<file path="src/hdl/lsu_pkg.sv">
// LSU package with the data bus channel structs, the operation struct, enums and width types
package lsu_pkg;

  typedef logic [31:0] xlen_t;
  typedef logic [31:0] addr_t;
  typedef logic [3:0]  strb_t;

  // NO_LSU must stay at zero so a cleared op register means idle
  typedef enum logic [1:0] {
    NO_LSU    = 2'd0,
    LSU_LOAD  = 2'd1,
    LSU_STORE = 2'd2
  } lsu_typ_e;

  typedef enum logic [2:0] {
    RV_LSU_B  = 3'd0,
    RV_LSU_H  = 3'd1,
    RV_LSU_W  = 3'd2,
    RV_LSU_BU = 3'd3,
    RV_LSU_HU = 3'd4
  } lsu_w_e;

  typedef enum logic {
    CB_OKAY   = 1'b0,
    CB_SLVERR = 1'b1
  } cb_resp_e;

  // One load or store, from execute through to write-back
  typedef struct packed {
    lsu_typ_e op_typ;
    lsu_w_e   width;
    addr_t    addr;
    xlen_t    wdata;
  } s_lsu_op_t;

  // Master to slave
  typedef struct packed {
    addr_t    rd_addr;
    logic     rd_addr_valid;
    logic     rd_ready;
    addr_t    wr_addr;
    logic     wr_addr_valid;
    xlen_t    wr_data;
    strb_t    wr_strobe;
    logic     wr_data_valid;
    logic     wr_resp_ready;
  } s_cb_mosi_t;

  // Slave to master
  typedef struct packed {
    logic     rd_addr_ready;
    xlen_t    rd_data;
    cb_resp_e rd_resp;
    logic     rd_valid;
    logic     wr_addr_ready;
    logic     wr_data_ready;
    cb_resp_e wr_resp_error;
    logic     wr_resp_valid;
  } s_cb_miso_t;

  typedef struct packed {
    logic  active;
    addr_t addr;
  } s_trap_info_t;

endpackage

</file>
<file path="src/hdl/ld_align.sv">
// Load aligner, picks the addressed byte or halfword and extends it for write-back
`timescale 1ns/100ps

module ld_align
  import lsu_pkg::*;
(
  input  lsu_w_e     width_i,
  input  logic [1:0] offset_i,
  input  xlen_t      rdata_i,
  output xlen_t      data_o
);

  xlen_t shifted;

  always_comb begin
    // Bring the addressed lane down to bit 0
    shifted = rdata_i >> {offset_i, 3'b000};

    case (width_i)
      RV_LSU_B: begin
        data_o = {{24{shifted[7]}}, shifted[7:0]};
      end
      RV_LSU_BU: begin
        data_o = {24'h000000, shifted[7:0]};
      end
      RV_LSU_H: begin
        data_o = {{16{shifted[15]}}, shifted[15:0]};
      end
      RV_LSU_HU: begin
        data_o = {16'h0000, shifted[15:0]};
      end
      default: begin
        // Full word, no shift
        data_o = rdata_i;
      end
    endcase
  end

endmodule

</file>
<file path="config.mk">
export PLATFORM = sky130hd
export DESIGN_NAME = ld_align
export DESIGN_NICKNAME = d
export VERILOG_FILES = /design/src/hdl/lsu_pkg.sv /design/src/hdl/ld_align.sv
export SDC_FILE = /design/constraint.sdc
export NUM_CORES = 1
export LEC_CHECK = 0
export BUFFER_PORTS_ARGS = -buffer_cell sky130_fd_sc_hd__buf_2
export CAP_MARGIN = 0
export CORE_MARGIN = 5
export CORE_UTILIZATION = 30
export DETAILED_ROUTE_END_ITERATION = 16
export GPL_TIMING_DRIVEN = 0
export PLACE_DENSITY_LB_ADDON = 0.08
export SYNTH_ARGS = -nofsm -noshare
export SYNTH_HDL_FRONTEND = slang
export SYNTH_SLANG_ARGS = --single-unit
</file>
<file path="constraint.sdc">
create_clock -name vclk -period 1.1
set_input_delay 0.055 -clock vclk [all_inputs]
set_output_delay 0.055 -clock vclk [all_outputs]
set_load 0.005 [all_outputs]
</file>
* Yosys cells after proc, flatten, opt, wreduce, memory -nomap -nowiden
Index checks and enable logic that the tools add are counted.
W data, S select, Z words.
** Cells by class
- Equality and inequality tests :: 3
- Shift operators :: 1
- Muxes and demuxes :: 1
- Reductions and logical operators :: 1
** Operator list (count)
- $pmux W32 S4 :: 1
- $shr A32 B5 Y16 :: 1
- $eq A3 B1 Y1 const B :: 1
- $eq A3 B2 Y1 const B :: 1
- $eq A3 B3 Y1 const B :: 1
- $logic_not A3 Y1 :: 1
** Storage, ports and cells
- Register bits after elaboration :: 0
- Input bits :: 37
- Word-level logic and storage cells :: 6

* Longest topological paths before layout
Gate-level depths: netlist of run 1.
- Word-level depth :: 2
- Mapped depth :: 7
- Gate-level depth less buffers :: 4

* Least setup slack after synthesis of run 1
No wires, ideal clock.
- Path type :: input port to output port
- Start :: in offset_i[0]
- End :: out data_o[9]
- Arrival time :: 1149 ps
- Data required time :: 1045 ps
- Setup slack :: -104 ps
- Stages :: 5
- Path through :: mux4_2 -> or2_1 -> buf_6 -> a211oi_2 -> a211oi_1
** Between the ends
- Word-level cells in the longest chain between the ends :: 2
** RTL lines
- start: declaration :: RTL line ld_align.sv:8 : input logic [1:0] offset_i,
- $shr A32 B5 Y16 :: RTL line ld_align.sv:17 : shifted = rdata_i >> {offset_i, 3'b000};
- $pmux W32 S4 :: RTL line ld_align.sv:19 : case (width_i)
- end: declaration :: RTL line ld_align.sv:10 : output xlen_t data_o
Every way passes these cells.

* Worst setup path in the final report of run 1
- Start :: in offset_i[0]
- End :: out data_o[31]
Same word-level chain as after synthesis.

==> results by group, run 1 <==
Status
  • Outcome: finished, violations left
  • Violated checks: setup timing

Drt
  • First-iteration detailed-routing DRC count: 78
  • DR WL/cell: roughly 16 um
  • DRC: 0
  • Total number of vias: 1569
  • Drt first pass iters: 5
  • Post-route ant nets: 0
  • Vias per std cell: 5.30
  • Wirelength, routed: 4630 um

Critical path
  • Top delay family on crit path: multiplexers
  • CP Capture Point: data_o[31]
  • Slowest cell delay on critical path: approximately 0.53 ns
  • CP Buf/Inv Count: 4
  • Slowest CP cell: mux4_2
  • CP Depth: 7
  • Crit path top cell by count: buf_6
  • Critical Path End Type: primary output
  • Req. time, crit path: 1.04 ns
  • CP max FO: 5
  • CP Data Arrival Time: ~1.4 ns
  • Kind of critical path: in2out
  • CP Cell Sequence: buf_8, mux4_2, buf_6, o211ai_4, buf_6, nand2_1, buf_2
  • Crit start category: primary input
  • Worst Setup SP: offset_i[0]

Floorplan
  • Die X: a little under 70 um
  • CORE AREA: between 3000 and 4000 um^2
  • # IOs: 69
  • Starting density of the core: a little under a third
  • Height of the die: around 70 um
  • Die area: 4660 um^2
  • Rows: 21

Synthesis
  • Library cells used by synthesis: 26
  • Post-synth top cells: nand2_1, a21oi_1, nor2_1, nand3b_1, mux2i_1
  • Syn Inst Count: between 150 and 200
  • Yosys top cell area share: 20.3%
  • Leading area contributor after synthesis: nand2_1
  • Area contributors post-synth: nand2_1, nand3b_1, a21oi_1, mux2i_1, o2111a_1
  • Mapped Area: 1020 um^2
  • Synth Area per Inst: about 5.9 um^2
  • Post-Syn Nets: 208
  • Sequential fraction of the synthesis area: 0%
  • Syn. warnings: 0
  • Most numerous cell in the Yosys netlist: nand2_1

Min path
  • Worst hold path type: in2out
  • Hold path depth: 4

Pwr
  • Pwr dens: 486 nW/um^2
  • Net switching power: around 420 uW
  • Worst VDD drop: 0.000192 V
  • Switching part of the total: about half
  • Sequential power share: 0%
  • Clk network pwr share: 0%
  • LEAKAGE: 0.863 nW
  • Internal power: 457 uW
  • Gate power share: 100.0%

GRT
  • Largest net degree at the start of global routing: 11
  • Initial antenna violation count: 0
  • First-pass GRT wire length: 7020 um
  • Gr ovfl total: 0
  • Vias in the first global route: 1440
  • Total track usage: between 10% and 20%

Layout
  • CLK BUF: 0
  • Share of cells above drive strength 1: 53.2%
  • ANT cells: 0
  • Num sequential: 0
  • FILL cells: between 300 and 400
  • Fin cells: 296
  • Register area: 0 um^2
  • Area grow syn2layout: 77.9%
  • Fin nets: 289

STA
  • Slew headroom: 67.2%
  • Setup WS post-layout: -0.332 ns
  • Period utilisation layout: 130%
  • Tightest Pin Transition: 0.492 ns
  • Setup violations, final: 32
  • Hold Vio Cnt, Final: 0
  • RSZ-0062 raised after global routing: true
  • Minimum clock period: approximately 1.4 ns
  • Fmax: 0.698 GHz
  • Max Slew Vio Count: 0

Placement
  • # placed instances: roughly 290
  • Post-place setup slack: -0.718 ns
  • Final GP Congestion: 0.798
  • Port Buffers: 68
  • HPWL after detailed placement: 3150 um

Job
  • Max-cap violations: 0

Clocking
  • # hold bufs at CTS: 0
-- kinds of logic (layout without fill, tap and decap cells) --
kind of cell           after synthesis  count (layout)  synth area share, %
AO/OA/AOI/OAI                       49              49                 36.7
AND/OR/NAND/NOR                     91              91                 41.3
buffers and inverters               19              98                 8.86
multiplexers                        12              12                 13.2
-- power by group through the flow --
stage	clock network (mW)	logic [mW]	registers, mW
global route	0	0.965	0
detailed placement	0	0.672	0
floorplan	0	0.381	0
CTS	0	0.797	0
finish	0	0.879	0
global placement	0	0.673	0
-- worst min path at each step --
stage / from / to / slack, ns
2_1_floorplan: rdata_i[16] / data_o[16] / 0.20
3_3_place_gp: rdata_i[7] / data_o[7] / 0.39
4_1_cts: rdata_i[31] / data_o[31] / 0.38
6_report: rdata_i[31] / data_o[31] / 0.38
5_1_grt: rdata_i[31] / data_o[31] / 0.41
3_5_place_dp: rdata_i[7] / data_o[7] / 0.39
-- repair_timing --
action | CTS | global route
setup endpoints to repair | 32 | 32
buffers inserted | 9 | 2
pin swaps | 12 | 11
resized for setup | 36 | 39
cloned | 2 | 0
-- final cells by class --
cell class	count	area, um^2	area share [%]
multi-input cells	152	1040	57.5
repair buffers	81	583	32.2
plain buffers	17	129	7.12
well taps	46	57.6	3.18
-- cells in the final DEF, fill, tap and decap left out, types with 2 or more instances in the layout --
cell | Yosys | final
buf_2 | 5 | 59
nand2_1 | 55 | 44
buf_6 | 1 | 19
a21oi_1 | 21 | 16
nand3b_1 | 15 | 15
nand2_2 | 0 | 11
nor2_1 | 16 | 10
mux2i_1 | 10 | 9
o211ai_1 | 9 | 9
o2111a_1 | 7 | 7
o221a_2 | 6 | 6
buf_4 | 1 | 6
a21oi_2 | 0 | 5
clkbuf_2 | 1 | 4
nor2_2 | 0 | 4
clkbuf_4 | 0 | 3
buf_8 | 0 | 3
nor2_4 | 0 | 2
a211oi_1 | 2 | 2
-- per-stage QoR --
step | util, % | hold slack [ns] | power (mW) | cell area, um^2 | TNS [ns]
2_1_floorplan | - | 0.199 | 0.381 | 1030 | -0.412
3_3_place_gp | 43.1 | 0.388 | 0.673 | 1430 | -15.62
3_5_place_dp | 43.1 | 0.390 | 0.672 | 1430 | -15.24
4_1_cts | 50.6 | 0.380 | 0.797 | 1680 | -9.60
5_1_grt | 54.6 | 0.408 | 0.965 | 1810 | -10.55
6_report | 54.6 | 0.378 | 0.879 | 1810 | -9.16
-- per-layer routing --
layer  wire [um]  track usage (%)  up-vias  share of wire (%)
li1            -                -      781                  -
met4          42             2.98        0               0.91
met2        2180             33.5       77                 47
met3         448             1.64        4                9.7
met5           0                0        -                  0
met1        1960             27.1      707                 42
Note: power is estimated with default switching activity, not from simulation.
==> run 2, diff against run 1 <==
- SETUP_SLACK_MARGIN: default -> 0.05
- SLEW_MARGIN: default -> 10
==> results by group, run 2 (synthesized netlist as in run 1, its figures left out) <==
Critical path
  • Kind of critical path: in2out
  • Req. time, crit path: 1.04 ns
  • Slowest CP cell: mux4_2
  • Worst Setup SP: offset_i[0]
  • Crit start category: primary input
  • Slowest cell delay on critical path: 0.50 ns
  • CP Cell Sequence: buf_8, mux4_2, or2_1, buf_6, buf_4, nand3b_1, a21oi_2, buf_2
  • CP Data Arrival Time: 1.44 ns
  • CP max FO: 4
  • Critical Path End Type: primary output
  • CP Capture Point: data_o[8]

Pwr
  • Internal power: 456 uW
  • Worst VDD drop: about 0.00018 V
  • Switching part of the total: 49.3%
  • Gate power share: 100.0%
  • Pwr dens: just under 500 nW/um^2
  • Clk network pwr share: 0%
  • LEAKAGE: 0.873 nW
  • Sequential power share: 0%
  • Net switching power: about 440 uW

Drt
  • Total number of vias: 1614
  • DR WL/cell: 15.9 um
  • Wirelength, routed: approximately 4800 um
  • Post-route ant nets: 0
  • Vias per std cell: 5.33
  • DRC: 0
  • Drt first pass iters: 4
  • First-iteration detailed-routing DRC count: 97

STA
  • Hold Vio Cnt, Final: 0
  • Setup WS post-layout: -0.399 ns
  • Setup violations, final: 32
  • Minimum clock period: between 1 and 1.5 ns
  • Period utilisation layout: 136%
  • Slew headroom: 64.5%
  • Tightest Pin Transition: 0.533 ns
  • Max Slew Vio Count: 0
  • RSZ-0062 raised after global routing: true
  • Fmax: roughly 0.67 GHz

Layout
  • CLK BUF: 0
  • Share of cells above drive strength 1: 54.5%
  • Fin nets: around 300
  • Leading cell types in the layout, fill and taps excluded: buf_2, nand2_1, buf_4, nand3b_1, a21oi_1
  • Area grow syn2layout: 84.3%
  • Final Core Density: 56.6%
  • Register area: 0 um^2
  • ANT cells: 0
  • Area of the multi-input gates: approximately 1100 um^2
  • Num sequential: 0
  • Commonest non-fill, non-tap cell in the layout: buf_2
  • FILL cells: ~370

Status
  • Violated checks: setup timing
  • Outcome: finished, violations left

Floorplan
  • Starting density of the core: 30.7%
  • CORE AREA: 3310 um^2
  • Die X: 68.2 um
  • # IOs: 69
  • Die area: 4660 um^2
  • Rows: 21
  • Height of the die: a little under 70 um

GRT
  • First-pass GRT wire length: 7280 um
  • Largest net degree at the start of global routing: 11
  • Vias in the first global route: 1532
  • Gr ovfl total: 0
  • Initial antenna violation count: 0
  • Total track usage: 20.0%

Placement
  • Final GP Congestion: 0.793
  • Port Buffers: 68
  • Post-place setup slack: -0.618 ns
  • HPWL after detailed placement: 3220 um

Clocking
  • # hold bufs at CTS: 0

Job
  • Max-cap violations: 0

Min path
  • Worst hold path type: in2out
[run 2: cell count changes in the layout (fill, tap and decap cells not counted), sizes merged]
cell,previous run,this run
clkbuf,9,8
buf,88,97
bufbuf,1,0
[run 2: metal layers]
metal  GRT usage, %  part of all wire [%]  wire length [um]  vias up
li1               -                     -                 -      795
met1           26.4                    42              2040      757
met3           1.48                   7.1               342        2
met4           3.23                  0.73                35        0
met2           35.5                    50              2400       60
met5              0                     0                 0        -
[run 2: worst max-delay path: cells and delay by family]
kind	cells	cell delay, ns
buffers and inverters	4	0.48
and+or+nand+nor	2	0.35
AOI/OAI and AO/OA	1	0.06
muxes	1	0.50
[run 2: what timing repair did]
item,in CTS,in global routing
setup buffers,15,3
endpoints found under the setup margin,32,32
gates resized for setup,45,35
cloned,0,1
pin swaps,24,12
[run 2: how the worst min path moves through the flow]
| stage | from | endpoint | slack [ns] | cells past startpoint |
|---|---|---|---|---|
| after floorplan | rdata_i[16] | data_o[16] | 0.20 | 2 |
| after global placement | rdata_i[7] | data_o[7] | 0.39 | 4 |
| after detailed placement | rdata_i[27] | data_o[27] | 0.39 | 4 |
| after CTS | rdata_i[31] | data_o[31] | 0.38 | 4 |
| after global routing | rdata_i[31] | data_o[31] | 0.40 | 4 |
| final | rdata_i[31] | data_o[31] | 0.37 | 4 |
[run 2: through the flow]
stage	hold slack, ns	setup TNS, ns	total power [mW]	std cells	instance area, um^2
6_report	0.370	-8.72	0.900	303	1870
5_1_grt	0.395	-10.09	0.984	303	1870
4_1_cts	0.376	-6.77	0.818	300	1730
3_5_place_dp	0.385	-13.54	0.674	285	1430
3_3_place_gp	0.387	-13.76	0.674	285	1430
2_1_floorplan	0.199	-0.371	0.383	171	1030
[run 2: power by group through the flow]
stage / Combinational (mW) / Clock (mW) / Sequential [mW]
global placement: 0.674 / 0 / 0
floorplan: 0.383 / 0 / 0
global route: 0.984 / 0 / 0
CTS: 0.818 / 0 / 0
finish: 0.900 / 0 / 0
detailed placement: 0.674 / 0 / 0
[run 2: final cells by class]
type                       count  area share, %
multi-input combinational    152           59.1
timing repair buffer          87           29.5
buffer                        18           8.34
tap                           46           3.07
==> run 3, diff against run 2 <==
==> constraint.sdc (replaced) <==
create_clock -name vclk -period 1.1
set_input_delay 0.11 -clock vclk [all_inputs]
set_output_delay 0.11 -clock vclk [all_outputs]
set_load 0.005 [all_outputs]
==> results by group, run 3 (synthesized netlist as in run 1, its figures left out) <==
Critical path
  • Crit path top cell by count: buf_6
  • Crit start category: primary input
  • Critical Path End Type: primary output
  • Req. time, crit path: 0.99 ns
  • CP Cell Sequence: buf_6, mux4_2, or2_1, buf_6, a211oi_4, a211oi_2, buf_2
  • CP Data Arrival Time: 1.50 ns
  • Slowest CP cell: mux4_2
  • CP Buf/Inv Count: 3
  • CP max FO: 5
  • Kind of critical path: in2out
  • Top delay family on crit path: multiplexers
  • Slowest cell delay on critical path: 0.48 ns

Min path
  • Worst hold path type: in2out

GRT
  • Vias in the first global route: 1436
  • First-pass GRT wire length: 6800 um
  • Initial antenna violation count: 0
  • Largest net degree at the start of global routing: 11
  • Gr ovfl total: 0
  • Total track usage: a little under a fifth

Layout
  • Num sequential: 0
  • Fin nets: 289
  • FILL cells: 349
  • ANT cells: 0
  • Area of the multi-input gates: approximately 1100 um^2
  • Commonest non-fill, non-tap cell in the layout: buf_2
  • Area grow syn2layout: 81.8%
  • Register area: 0 um^2
  • Finished Cell Area: 1850 um^2
  • Leading cell types in the layout, fill and taps excluded: buf_2, nand2_1, buf_6
  • CLK BUF: 0
  • Share of cells above drive strength 1: 56.4%
  • Fin cells: approximately 300

Drt
  • Total number of vias: 1597
  • Wirelength, routed: 4660 um
  • Drt first pass iters: 4
  • DR WL/cell: roughly 16 um
  • First-iteration detailed-routing DRC count: 75
  • Vias per std cell: 5.40
  • Post-route ant nets: 0
  • DRC: 0

Pwr
  • Worst VDD drop: around 0.00018 V
  • LEAKAGE: ~0.86 nW
  • Pwr dens: 482 nW/um^2

STA
  • Final setup TNS: -11.65 ns
  • Setup WS post-layout: -0.512 ns
  • Slew headroom: 65.7%
  • RSZ-0062 raised after global routing: true
  • Tightest Pin Transition: ~0.5 ns
  • Hold Vio Cnt, Final: 0
  • Setup violations, final: 32
  • Minimum clock period: between 1.5 and 2 ns
  • Max Slew Vio Count: 0
  • Period utilisation layout: 147%
  • Hold WS: 0.475 ns
  • Fmax: between 0.6 and 0.7 GHz

Placement
  • Port Buffers: 68
  • Final GP Congestion: 0.824
  • HPWL after detailed placement: 3160 um
  • Placed inst area: 1480 um^2
  • Post-place setup slack: -0.565 ns
  • # placed instances: ~290

Clocking
  • # hold bufs at CTS: 0

Floorplan
  • CORE AREA: 3310 um^2
  • # IOs: about 70
  • Rows: 21
  • Die area: 4660 um^2
  • Die X: 68.2 um
  • Height of the die: 68.2 um
  • Starting density of the core: 30.7%

Status
  • Outcome: finished, violations left
  • Violated checks: setup timing

Job
  • Max-cap violations: 0
[run 3: worst paths after layout]
path                    start        end  slack, ns  depth (start not counted)
hold / removal     rdata_i[7]  data_o[7]       0.48                          4
setup / recovery  rdata_i[31]  data_o[9]      -0.51                          7
[run 3: through the flow]
stage                     utilization [%]  total power, mW
after floorplan                         -            0.402
after global placement               44.7            0.694
after detailed placement             44.7            0.694
after CTS                            50.8            0.796
after global routing                 55.9            0.963
final                                55.9            0.891
[run 3: layout make-up]
| cell class | instances | share of cell area [%] |
|---|---|---|
| multi-input combinational | 152 | 59.6 |
| timing repair buffer | 80 | 28.3 |
| buffer | 18 | 9.00 |
| tap | 46 | 3.11 |
[run 3: timing repair]
action,CTS,global route
gates cloned,1,0
pin swaps,24,13
setup endpoints to repair,32,32
gates resized for setup,37,51
buffers inserted,10,1
[run 3: layer usage]
metal	GRT usage (%)	part of all wire, %	up-vias
li1	-	-	781
met1	24.3	44	751
met2	33.1	48	60
met3	2.13	7.3	5
met4	2.23	0.64	0
met5	0	0	-
[run 3: power by group]
group          leakage [nW]  internal [mW]  total [mW]  switching, mW
Combinational         0.857          0.452       0.891          0.440
Clock                     0              0           0              0
Sequential                0              0           0              0
Total                 0.857          0.452       0.891          0.440
