==> config.mk <==
export PLATFORM = sky130hd
export DESIGN_NAME = lsu
export DESIGN_NICKNAME = d
export VERILOG_FILES = /design/src/hdl/lsu_pkg.sv /design/src/hdl/lsu.sv /design/src/hdl/st_align.sv
export SDC_FILE = /design/constraint.sdc
export NUM_CORES = 1
export LEC_CHECK = 0
export ABC_CLOCK_PERIOD_IN_PS = 2000
export BUFFER_PORTS_ARGS = -buffer_cell sky130_fd_sc_hd__buf_2
export CAP_MARGIN = 20
export CORE_AREA = 8 8 131 133
export DETAILED_ROUTE_END_ITERATION = 16
export DIE_AREA = 0 0 139 141
export GPL_ROUTABILITY_DRIVEN = 1
export HOLD_SLACK_MARGIN = 0.08
export PLACE_DENSITY = 0.69
export SYNTH_ARGS = -nofsm -noshare
export SYNTH_HDL_FRONTEND = slang
export SYNTH_SLANG_ARGS = --single-unit
export TNS_END_PERCENT = 30
==> constraint.sdc <==
create_clock -name clk -period 2 [get_ports clk]
set_input_delay 0.2 -clock clk [delete_from_list [all_inputs] [get_ports clk]]
set_output_delay 0.2 -clock clk [all_outputs]
set_load 0.005 [all_outputs]
==> src/hdl/lsu_pkg.sv <==
// LSU package with the data bus channel structs, the operation struct, enums and width types
package lsu_pkg;

  typedef logic [31:0] xlen_t;
  typedef logic [31:0] addr_t;
  typedef logic [3:0]  strb_t;

  // NO_LSU must stay at zero so a cleared op register means idle
  typedef enum logic [1:0] {
    NO_LSU    = 2'd0,
    LSU_LOAD  = 2'd1,
    LSU_STORE = 2'd2
  } lsu_typ_e;

  typedef enum logic [2:0] {
    RV_LSU_B  = 3'd0,
    RV_LSU_H  = 3'd1,
    RV_LSU_W  = 3'd2,
    RV_LSU_BU = 3'd3,
    RV_LSU_HU = 3'd4
  } lsu_w_e;

  typedef enum logic {
    CB_OKAY   = 1'b0,
    CB_SLVERR = 1'b1
  } cb_resp_e;

  // One load or store, from execute through to write-back
  typedef struct packed {
    lsu_typ_e op_typ;
    lsu_w_e   width;
    addr_t    addr;
    xlen_t    wdata;
  } s_lsu_op_t;

  // Master to slave
  typedef struct packed {
    addr_t    rd_addr;
    logic     rd_addr_valid;
    logic     rd_ready;
    addr_t    wr_addr;
    logic     wr_addr_valid;
    xlen_t    wr_data;
    strb_t    wr_strobe;
    logic     wr_data_valid;
    logic     wr_resp_ready;
  } s_cb_mosi_t;

  // Slave to master
  typedef struct packed {
    logic     rd_addr_ready;
    xlen_t    rd_data;
    cb_resp_e rd_resp;
    logic     rd_valid;
    logic     wr_addr_ready;
    logic     wr_data_ready;
    cb_resp_e wr_resp_error;
    logic     wr_resp_valid;
  } s_cb_miso_t;

  typedef struct packed {
    logic  active;
    addr_t addr;
  } s_trap_info_t;

endpackage

==> src/hdl/lsu.sv <==
// Load/store unit that issues two-phase bus requests with back-pressure and bus error traps
`timescale 1ns/100ps

module lsu
  import lsu_pkg::*;
(
  input  logic         clk,
  input  logic         rst_n_i,
  // Execute stage
  input  s_lsu_op_t    lsu_i,
  output logic         lsu_bp_o,
  // Write-back
  output s_lsu_op_t    wb_lsu_o,
  // Data bus
  output s_cb_mosi_t   data_cb_mosi_o,
  input  s_cb_miso_t   data_cb_miso_i,
  // Access faults
  output s_trap_info_t trap_st_o,
  output s_trap_info_t trap_ld_o
);

  s_lsu_op_t lsu_ff;
  s_lsu_op_t next_lsu;
  logic      req_ff;
  logic      next_req;
  logic      wr_resp_ff;
  logic      next_wresp;
  addr_t     st_addr_ff;

  logic      new_txn;
  logic      rd_txn;
  logic      wr_dp;
  logic      addr_en;
  logic      wr_xfer;
  logic      bp_addr;
  logic      bp_data;
  logic      bp_wr_resp;

  strb_t     st_strb;
  xlen_t     st_wdata;

  st_align u_st_align (
    .width_i  (lsu_ff.width),
    .offset_i (lsu_ff.addr[1:0]),
    .wdata_i  (lsu_ff.wdata),
    .strb_o   (st_strb),
    .wdata_o  (st_wdata)
  );

  always_comb begin
    new_txn = (lsu_i.op_typ != NO_LSU);
    rd_txn  = (lsu_i.op_typ == LSU_LOAD);
    wr_dp   = (lsu_ff.op_typ == LSU_STORE);
    wr_xfer = req_ff && wr_dp && data_cb_miso_i.wr_data_ready;

    // Stall sources
    bp_addr    = new_txn && (rd_txn ? !data_cb_miso_i.rd_addr_ready :
                                      !data_cb_miso_i.wr_addr_ready);
    bp_data    = req_ff && (wr_dp ? !data_cb_miso_i.wr_data_ready :
                                    !data_cb_miso_i.rd_valid);
    bp_wr_resp = wr_resp_ff && !data_cb_miso_i.wr_resp_valid;
    lsu_bp_o   = bp_addr || bp_data || bp_wr_resp;

    // No new address while a data phase or a write response is open
    addr_en = new_txn && !bp_data && !wr_resp_ff;

    data_cb_mosi_o               = s_cb_mosi_t'('0);
    data_cb_mosi_o.rd_ready      = 1'b1;
    data_cb_mosi_o.wr_resp_ready = 1'b1;

    if (addr_en) begin
      if (rd_txn) begin
        data_cb_mosi_o.rd_addr       = {lsu_i.addr[31:2], 2'b00};
        data_cb_mosi_o.rd_addr_valid = 1'b1;
      end else begin
        data_cb_mosi_o.wr_addr       = {lsu_i.addr[31:2], 2'b00};
        data_cb_mosi_o.wr_addr_valid = 1'b1;
      end
    end

    if (req_ff && wr_dp) begin
      data_cb_mosi_o.wr_data       = st_wdata;
      data_cb_mosi_o.wr_strobe     = st_strb;
      data_cb_mosi_o.wr_data_valid = 1'b1;
    end

    // Advance into the data phase, or close a finished one that is stuck on a busy address
    next_lsu = lsu_ff;
    next_req = req_ff;
    if (!lsu_bp_o) begin
      next_lsu = lsu_i;
      next_req = new_txn;
    end else if (req_ff && !bp_data) begin
      next_req = 1'b0;
    end

    next_wresp = wr_resp_ff ? !data_cb_miso_i.wr_resp_valid : wr_xfer;

    trap_st_o        = s_trap_info_t'('0);
    trap_st_o.active = data_cb_miso_i.wr_resp_valid &&
                       (data_cb_miso_i.wr_resp_error != CB_OKAY);
    trap_st_o.addr   = st_addr_ff;

    trap_ld_o        = s_trap_info_t'('0);
    trap_ld_o.active = data_cb_miso_i.rd_valid && (data_cb_miso_i.rd_resp != CB_OKAY);
    trap_ld_o.addr   = lsu_ff.addr;

    wb_lsu_o = lsu_ff;
  end

  always_ff @(posedge clk) begin
    if (!rst_n_i) begin
      lsu_ff     <= s_lsu_op_t'('0);
      req_ff     <= 1'b0;
      wr_resp_ff <= 1'b0;
    end else begin
      lsu_ff     <= next_lsu;
      req_ff     <= next_req;
      wr_resp_ff <= next_wresp;
    end
  end

  // The op register may move on before the response, so keep the store address
  always_ff @(posedge clk) begin
    if (wr_xfer) begin
      st_addr_ff <= lsu_ff.addr;
    end
  end

  // An op that arrives while a store awaits its response must not slip past without an address
  a_hold_op_in_wresp: assert property (@(posedge clk) disable iff (!rst_n_i)
    (wr_resp_ff && new_txn) |-> lsu_bp_o);

  a_st_trap_on_resp: assert property (@(posedge clk) disable iff (!rst_n_i)
    trap_st_o.active |-> wr_resp_ff);

  a_ld_trap_on_resp: assert property (@(posedge clk) disable iff (!rst_n_i)
    trap_ld_o.active |-> (req_ff && lsu_ff.op_typ == LSU_LOAD));

endmodule

==> src/hdl/st_align.sv <==
// Store aligner, shifts write data to its byte lanes and builds the lane strobes
`timescale 1ns/100ps

module st_align
  import lsu_pkg::*;
(
  input  lsu_w_e     width_i,
  input  logic [1:0] offset_i,
  input  xlen_t      wdata_i,
  output strb_t      strb_o,
  output xlen_t      wdata_o
);

  strb_t base_strb;
  xlen_t shifted;

  always_comb begin
    case (width_i)
      RV_LSU_B,
      RV_LSU_BU: base_strb = 4'b0001;
      RV_LSU_H,
      RV_LSU_HU: base_strb = 4'b0011;
      default:   base_strb = 4'b1111;
    endcase

    // 4-bit result, lanes past 3 fall off the top
    strb_o  = base_strb << offset_i;
    shifted = wdata_i << {offset_i, 3'b000};

    // Unstrobed lanes are driven as zero
    for (int i = 0; i < 4; i++) begin
      wdata_o[8*i +: 8] = strb_o[i] ? shifted[8*i +: 8] : 8'h00;
    end
  end

endmodule

## Word level (Yosys, flattened, before mapping)

Index checks and enable logic that the tools add are counted.

| word-level totals | value |
|---|---|
| flip-flop bits (word level) | 103 |
| input bits | 110 |
| output and inout port bits | 241 |
| word-level logic and storage cells | 53 |

| operators by class | value |
|---|---|
| eq/ne operators | 6 |
| shift operators | 2 |
| muxes and demuxes | 15 |
| reduce and logical (&&, ||, !) cells | 23 |

Operators by type and width:

| cell | count |
|---|---|
| 2-to-1 mux 33 bit | 4 |
| 2-to-1 mux 37 bit | 1 |
| 2-to-1 mux 8 bit | 4 |
| << shifter 32 x 5 -> 32 bit | 1 |
| logical AND 1 bit | 10 |
| case mux 4 bit (2 select lines) | 1 |
| logical NOT 1 bit | 7 |
| 2-to-1 mux 1 bit | 5 |
| OR reduction 2 bit | 2 |
| << shifter 4 x 2 -> 4 bit | 1 |
| equality test 3 x 1 -> 1 bit (second input constant) | 1 |
| equality test 3 x 2 -> 1 bit (second input constant) | 1 |
| equality test 3 bit (second input constant) | 1 |
| logical NOT 3 bit | 1 |
| equality test 2 x 1 -> 1 bit (second input constant) | 1 |
| equality test 2 bit (second input constant) | 1 |
| logical OR 1 bit | 2 |
| != test 2 x 1 -> 1 bit (second input constant) | 1 |
| nonzero test 2 bit | 1 |

## Depth between registers and ports, before layout

Gate-level depths: netlist of the first run.

| logic depth | value |
|---|---|
| depth in word-level cells | 7 |
| depth in mapped cells | 6 |
| gate-level depth less buffers | 5 |

## Modules after synthesis

From an unflattened synthesis of the first run, not the netlist that was laid out.

| second synthesis, totals | value |
|---|---|
| cells, all modules | 592 |
| area total of the unflattened synthesis | 5525.3 µm² |

Modules (own cells, without submodules):

| module | instances | cells each | area each (µm²) | sequential area each (µm²) |
|---|---|---|---|---|
| lsu | 1 | 500 | 4820.9 | 2382.3 |
| st_align | 1 | 92 | 704.4 | 0.0 |

## Worst setup path before layout of the first run

OpenSTA, ideal clock, no wires.

| timing path | value |
|---|---|
| path type | register to register |
| start point | register lsu_ff (netlist bit wb_lsu_o[67]) |
| end point | register st_addr_ff[0], enable pin |
| setup time | 0.393 ns |
| data arrival time | 1.456 ns |
| required time | 1.607 ns |
| slack | 0.151 ns |
| cell stages (with the launch flop) | 4 |
| buffers on the path | 0 |
| period minus slack after synthesis | 1.849 ns |
| cells stage by stage | dfxtp_1 nand3b_1 inv_1 and2_1 |

| on the way | value |
|---|---|
| longest elaborated chain between the ends | 3 |

RTL lines:

| what | RTL line | text |
|---|---|---|
| start: declaration | lsu.sv:22 | `s_lsu_op_t lsu_ff;` |
| start signal: assignment | lsu.sv:113 | `lsu_ff <= s_lsu_op_t'('0);` |
| start signal: assignment | lsu.sv:117 | `lsu_ff <= next_lsu;` |
| equality test 2 bit | lsu.sv:53 | `wr_dp = (lsu_ff.op_typ == LSU_STORE);` |
| logical AND 1 bit (2 in series) | lsu.sv:54 | `wr_xfer = req_ff && wr_dp && data_cb_miso_i.wr_data_ready;` |
| net wr_xfer | lsu.sv:34 | `logic wr_xfer;` |
| end signal: assignment | lsu.sv:126 | `st_addr_ff <= lsu_ff.addr;` |
| end: declaration | lsu.sv:28 | `addr_t st_addr_ff;` |

The timed path passes the listed nets, and every way through them passes these cells.
A chain may end at the register's enable or synchronous reset.

==> flow_metrics.env, run 1 <==
export IMPL_run_status="complete, no violations"
export IMPL_critical_path_startpoint_type="flop"
export IMPL_clkSinkCount=103
export IMPL_critPathMaxFanout=16
export IMPL_grt_pass1_wl_um=27000
export IMPL_cap_violations=0
export IMPL_drt_pass1_iter_count=4
export IMPL_die_h_um=141
export IMPL_regArea_sq_um=2390
export IMPL_hp_class="in2reg"
export IMPL_max_freq_mhz=515
export IMPL_syn_inst=568
export IMPL_arrival_ps=1740
export IMPL_antenna_found_initial=0
export IMPL_yosysWarnings=0
export IMPL_coreArea_sq_um=15000
export IMPL_wl_per_cell_um=17.6
export IMPL_synthMostInstantiatedCell="nand2_1"
export IMPL_finalSetupViolCount=0
export IMPL_synth_edff_count=32
export IMPL_grt_overflow_total=0
export IMPL_hold_slack_ps=97.8
export IMPL_clock_skew_ps=12.4
export IMPL_cts_tree="yes"
export IMPL_numCtsBuffers=9
export IMPL_viasPerCell=4.68
export IMPL_synth_async_reset_ratio=0
export IMPL_finalNetCount=949
export IMPL_dpl_cell_area_sq_um=6720
export IMPL_grt_max_degree=141
export IMPL_synth_top_area_share=0.272
export IMPL_drtAntennaViolNets=0
export IMPL_die_area_sq_um=19600
export IMPL_drc=0
export IMPL_finalNonFillerCells=1033
export IMPL_synthFlopType="dfxtp_1"
export IMPL_synth_area_sq_um=5230
export IMPL_power_density_nw_per_um2=748
export IMPL_endpoint_kind="output port"
export IMPL_final_max_slew_viol_count=0
export IMPL_synth_compound_area_frac=0.0448
export IMPL_max_slew_margin=0.628
export IMPL_stdcell_area_sq_um=7260
export IMPL_grt_pass1_vias=4694
export IMPL_multiInputGateArea_sq_um=2460
export IMPL_drive_gt1_frac=0.436
export IMPL_yosys_area_share_simple=0.237
export IMPL_finalCriticalPeriod_ps=1940
export IMPL_synthDistinctLibCells=28
export IMPL_port_buffers=312
export IMPL_grt_usage=0.173
export IMPL_rsz0062_at_grt="yes"
export IMPL_synthTopCellsByArea="dfxtp_1 27%, edfxtp_1 18%, mux2i_1 16%, nand2_1 10%, and2_1 8.5%"
export IMPL_area_growth_pct=38.9
export IMPL_ys_seq_area_frac=0.456
export IMPL_hpwlAfterDp_um=13200
export IMPL_ys_ff_latch=103
export IMPL_gp_congestion=0.832
export IMPL_cts_root_buf="clkbuf_16"
export IMPL_crit_type="reg2out"
export IMPL_vias=4830
export IMPL_io_pins=351
export IMPL_placed_cells=1007
export IMPL_cts_hold_buf=0
export IMPL_leakagePower_uw=0.00377
export IMPL_synthMuxAreaShare=0.163
export IMPL_synth_common_cells="140 x nand2_1, 85 x mux2i_1, 71 x and2_1, 71 x dfxtp_1, 38 x buf_4"
export IMPL_tns_ps=0
export IMPL_hold_violations=0
export IMPL_synth_fa_ha_area_frac=0
export IMPL_initial_core_util=0.349
export IMPL_worst_ir_drop_vdd_mv=0.478
export IMPL_wl_um=18100
export IMPL_finalCritPeriodShare=0.971
export IMPL_die_w_um=139
export IMPL_nFillCells=1416
export IMPL_yosysTopAreaCell="dfxtp_1"
export IMPL_clock_latency_ps=340
export IMPL_dp_worst_setup_slack_ps=104
export IMPL_finalWorstSetupSlack_ps=58.7
export IMPL_clockBufferDepth=2
export IMPL_avgSynthCellArea_sq_um=9.20
export IMPL_synth_top_family_by_area="simple AND/OR/NAND/NOR gates"
export IMPL_rows=45
export IMPL_cts_max_level=3
export IMPL_cp_required_ps=1800
export IMPL_initialDrtViolationCount=230
export IMPL_clk_pin_slew_ps=70
export IMPL_synth_xor_area_share=0
export IMPL_tightest_slew_ps=557
-- flip-flops by register name, summed over array words and instances, names as in the netlist --
register / flops
trap_ld_o: 32
st_addr_ff: 32
wb_lsu_o: 37
req_ff: 1
wr_resp_ff: 1
-- cells in the final DEF, fill, tap and decap left out, drive strengths merged, types with 3 or more instances in the layout --
cell type / synthesis / layout
buf: 55 / 330
o21a: 3 / 3
a211oi: 17 / 17
inv: 6 / 7
a21oi: 10 / 10
nor2b: 13 / 13
mux2i: 85 / 85
edfxtp: 32 / 32
nand2: 140 / 141
nor2: 26 / 26
and2: 71 / 71
dfxtp: 71 / 71
clkbuf: 22 / 12
conb: 2 / 6
nand2b: 3 / 3
-- where the power goes --
group	total, uW	switching, uW	internal (uW)
Clock	1880	773	1100
Sequential	2450	150	2300
Combinational	1100	568	537
Total	5430	1490	3940
-- kinds of logic (layout without fill, tap and decap cells) --
group                  Yosys count  count (layout)
flip-flops                     103             103
other                            2               7
AO/OA/AOI/OAI                   33              34
AND/OR/NAND/NOR                262             263
multiplexers                    85              85
buffers and inverters           83             353
-- worst max-delay path: stages, from the launching register on --
cell	delay, ps
dfxtp_2	360
and3b_1	200
a211oi_4	260
nor3b_2	110
buf_6	170
and2_1	170
buf_2	120
-- per-layer routing --
layer | wire length, um | global-route usage | up-vias
li1 | - | - | 2373
met1 | 7530 | 0.200 | 2211
met2 | 8900 | 0.294 | 224
met3 | 1430 | 0.0591 | 22
met4 | 269 | 0.0595 | 0
met5 | 0 | 0 | -
-- metrics by stage --
stage	utilization	total power [uW]
global route	0.484	5710
global placement	0.449	3520
finish	0.485	5430
CTS	0.474	5450
floorplan	-	3100
detailed placement	0.449	3540
-- final cells by class --
class,count,share of cell area
clock inverters,5,0.0114
diodes,1,0.000345
multi-input cells,388,0.339
flip-flops and latches,103,0.329
repair buffers,331,0.252
inverters,6,0.00310
clock buffers,11,0.0321
well taps,188,0.0324
-- path summary, 6_finish.rpt --
check	start	to	slack [ps]	cells after the start
hold reg to reg	wb_lsu_o[27]$_SDFFE_PN0N_	wb_lsu_o[27]$_SDFFE_PN0N_	470	2
setup reg to reg	wb_lsu_o[67]$_SDFFE_PN0N_	trap_ld_o[16]$_SDFFE_PN0N_	330	7
setup / recovery	wb_lsu_o[67]$_SDFFE_PN0N_	data_cb_mosi_o[51]	60	6
hold / removal	lsu_i[27]	wb_lsu_o[27]$_SDFFE_PN0N_	100	3
-- timing repair --
item                                   in CTS  in global routing
setup endpoints to repair                  81                 79
endpoints found under the hold margin       0                  0
pin swaps                                   1                  4
buffers inserted                            1                  4
resized for setup                          13                 19
gates cloned                                1                  3
No activity file was read; power rests on OpenSTA's default activity.
==> run 2: changes to the inputs <==
CTS_BUF_LIST = sky130_fd_sc_hd__clkbuf_8 sky130_fd_sc_hd__clkbuf_16   (was default)
PLACE_DENSITY = 0.65   (was 0.69)
==> run 2 against run 1 <==
Critical path type unchanged. The flow now finishes with violations (negative setup slack). Fmax down 5.3%. Critical endpoint is now data_cb_mosi_o[100]. Total power down 4.1%. Worst setup slack worse by 110 ps.
==> flow_metrics.env, run 2 (same netlist as run 1, synthesis figures left out) <==
export IMPL_max_freq_mhz=488
export IMPL_internal_power_uw=3710
export IMPL_antenna_cells=0
export IMPL_hold_depth=3
export IMPL_leakagePower_uw=0.00382
export IMPL_swShare=0.289
export IMPL_wl_um=18500
export IMPL_hp_start="lsu_i[33]"
export IMPL_stdcell_area_sq_um=7320
export IMPL_p_switching_uw=1500
export IMPL_coreArea_sq_um=15000
export IMPL_initial_core_util=0.349
export IMPL_run_status="finished, violations left"
export IMPL_rsz0062_at_grt="yes"
export IMPL_endpoint_kind="output port"
export IMPL_hold_violations=0
export IMPL_clockBufferDepth=2
export IMPL_antenna_found_initial=0
export IMPL_min_to="trap_ld_o[1]$_SDFFE_PN0N_"
export IMPL_die_area_sq_um=19600
export IMPL_drtAntennaViolNets=0
export IMPL_initialDrtViolationCount=209
export IMPL_drive_gt1_frac=0.463
export IMPL_dpl_cell_area_sq_um=6790
export IMPL_cap_violations=0
export IMPL_grt_usage=0.181
export IMPL_final_cell_mix="299 x buf_2, 139 x nand2_1, 83 x mux2i_1"
export IMPL_cts_root_buf="clkbuf_16"
export IMPL_largest_register_ffs=37
export IMPL_clkPwrFrac=0.313
export IMPL_drt_pass1_iter_count=4
export IMPL_tns_ps=-488
export IMPL_violations="negative setup slack"
export IMPL_area_growth_pct=40.1
export IMPL_layout_commonest_cell="buf_2"
export IMPL_grt_pass1_wl_um=27800
export IMPL_crit_type="reg2out"
export IMPL_hp_class="in2reg"
export IMPL_gp_congestion=0.781
export IMPL_arrival_ps=1850
export IMPL_final_max_slew_viol_count=0
export IMPL_timing_rr_end="wb_lsu_o[17]$_SDFFE_PN0N_"
export IMPL_grt_overflow_total=0
export IMPL_finalCriticalPeriod_ps=2050
export IMPL_finalSetupViolCount=14
export IMPL_r2r_cells=7
export IMPL_comb_power_share=0.214
export IMPL_vias=4773
export IMPL_finalWorstSetupSlack_ps=-50.8
export IMPL_critical_path_startpoint_type="flop"
export IMPL_clock_skew_ps=6.69
export IMPL_port_buffers=312
export IMPL_cts_max_level=3
export IMPL_wl_per_cell_um=17.8
export IMPL_cts_tree="yes"
export IMPL_drc=0
export IMPL_r2r_start="wb_lsu_o[68]$_SDFFE_PN0N_"
export IMPL_finalCritPeriodShare=1.03
export IMPL_power_density_nw_per_um2=711
export IMPL_hpwlAfterDp_um=14000
export IMPL_io_pins=351
export IMPL_clk_pin_slew_ps=70
export IMPL_clock_latency_ps=340
export IMPL_cp_required_ps=1800
export IMPL_pwr_share_seq=0.473
export IMPL_grt_max_degree=56
export IMPL_die_h_um=141
export IMPL_critPathMaxFanout=8
export IMPL_die_w_um=139
export IMPL_rows=45
export IMPL_clkSinkCount=103
export IMPL_numCtsBuffers=9
export IMPL_rrSetupSlack_ps=310
export IMPL_worst_ir_drop_vdd_mv=0.331
export IMPL_finalNetCount=958
export IMPL_grt_pass1_vias=4778
export IMPL_viasPerCell=4.59
run 2: cell types whose count changed in the layout (fill, tap and decap cells not counted), moves of 3 or more:
cell and delta:
and2_1 -14, buf_4 +14, and2_4 +13, buf_2 -12, buf_6 +9, clkinv_2 +3
run 2: worst max path at each step:
stage | cells after the start | from | to
final | 7 | wb_lsu_o[68]$_SDFFE_PN0N_ | data_cb_mosi_o[100]
after floorplan | 3 | wb_lsu_o[67]$_SDFFE_PN0N_ | st_addr_ff[0]$_DFFE_PP_
after CTS | 7 | wb_lsu_o[68]$_SDFFE_PN0N_ | data_cb_mosi_o[100]
after global placement | 6 | wb_lsu_o[67]$_SDFFE_PN0N_ | data_cb_mosi_o[94]
after global routing | 7 | wb_lsu_o[68]$_SDFFE_PN0N_ | data_cb_mosi_o[101]
after detailed placement | 5 | wr_resp_ff$_SDFF_PN0_ | wb_lsu_o[24]$_SDFFE_PN0N_
run 2: what timing repair did:
| item | in CTS | in global routing |
|---|---|---|
| pin swaps | 13 | 10 |
| hold buffers | 2 | 0 |
| endpoints found under the setup margin | 72 | 73 |
| resized for setup | 26 | 32 |
| endpoints found under the hold margin | 2 | 0 |
| cloned | 2 | 0 |
| buffers inserted | 3 | 1 |
run 2: layer usage:
| metal | wire length, um | global-route usage |
|---|---|---|
| met5 | 0 | 0 |
| met2 | 9000 | 0.313 |
| met3 | 1690 | 0.0766 |
| met1 | 7670 | 0.204 |
| met4 | 143 | 0.0387 |
run 2: per-stage QoR:
step           hold WS (ps)  std cells  total power (uW)  utilization  worst slack [ps]
3_5_place_dp            454       1018              3570        0.454               169
6_report               99.4       1041              5210        0.489             -50.8
2_1_floorplan           342        572              3100            -               151
5_1_grt                81.9       1041              5490        0.489              -118
3_3_place_gp            449       1018              3550        0.454               224
4_1_cts                80.2       1041              5260        0.481             -75.0
run 2: cell type report:
class | count | area [sq um]
inverter | 6 | 22.5
fill | 1466 | 7650
clock inverter | 7 | 46.3
sequential | 103 | 2390
timing repair buffer | 342 | 1940
tap | 188 | 235
multi-input combinational | 386 | 2460
clock buffer | 9 | 225
run 2: power groups by stage:
stage	clock, uW	sequential (uW)	combinational (uW)
floorplan	0	2460	632
global placement	0	2500	1050
detailed placement	0	2510	1060
CTS	1690	2460	1100
global route	1780	2480	1220
finish	1630	2460	1110
run 2: worst max-delay path, stage by stage (launching register included):
cell and delay [ps]:
dfxtp_4 370, and3b_2 230, a211oi_4 270, nor4b_4 80, buf_4 160, buf_12 140
and2_4 150, buf_6 110
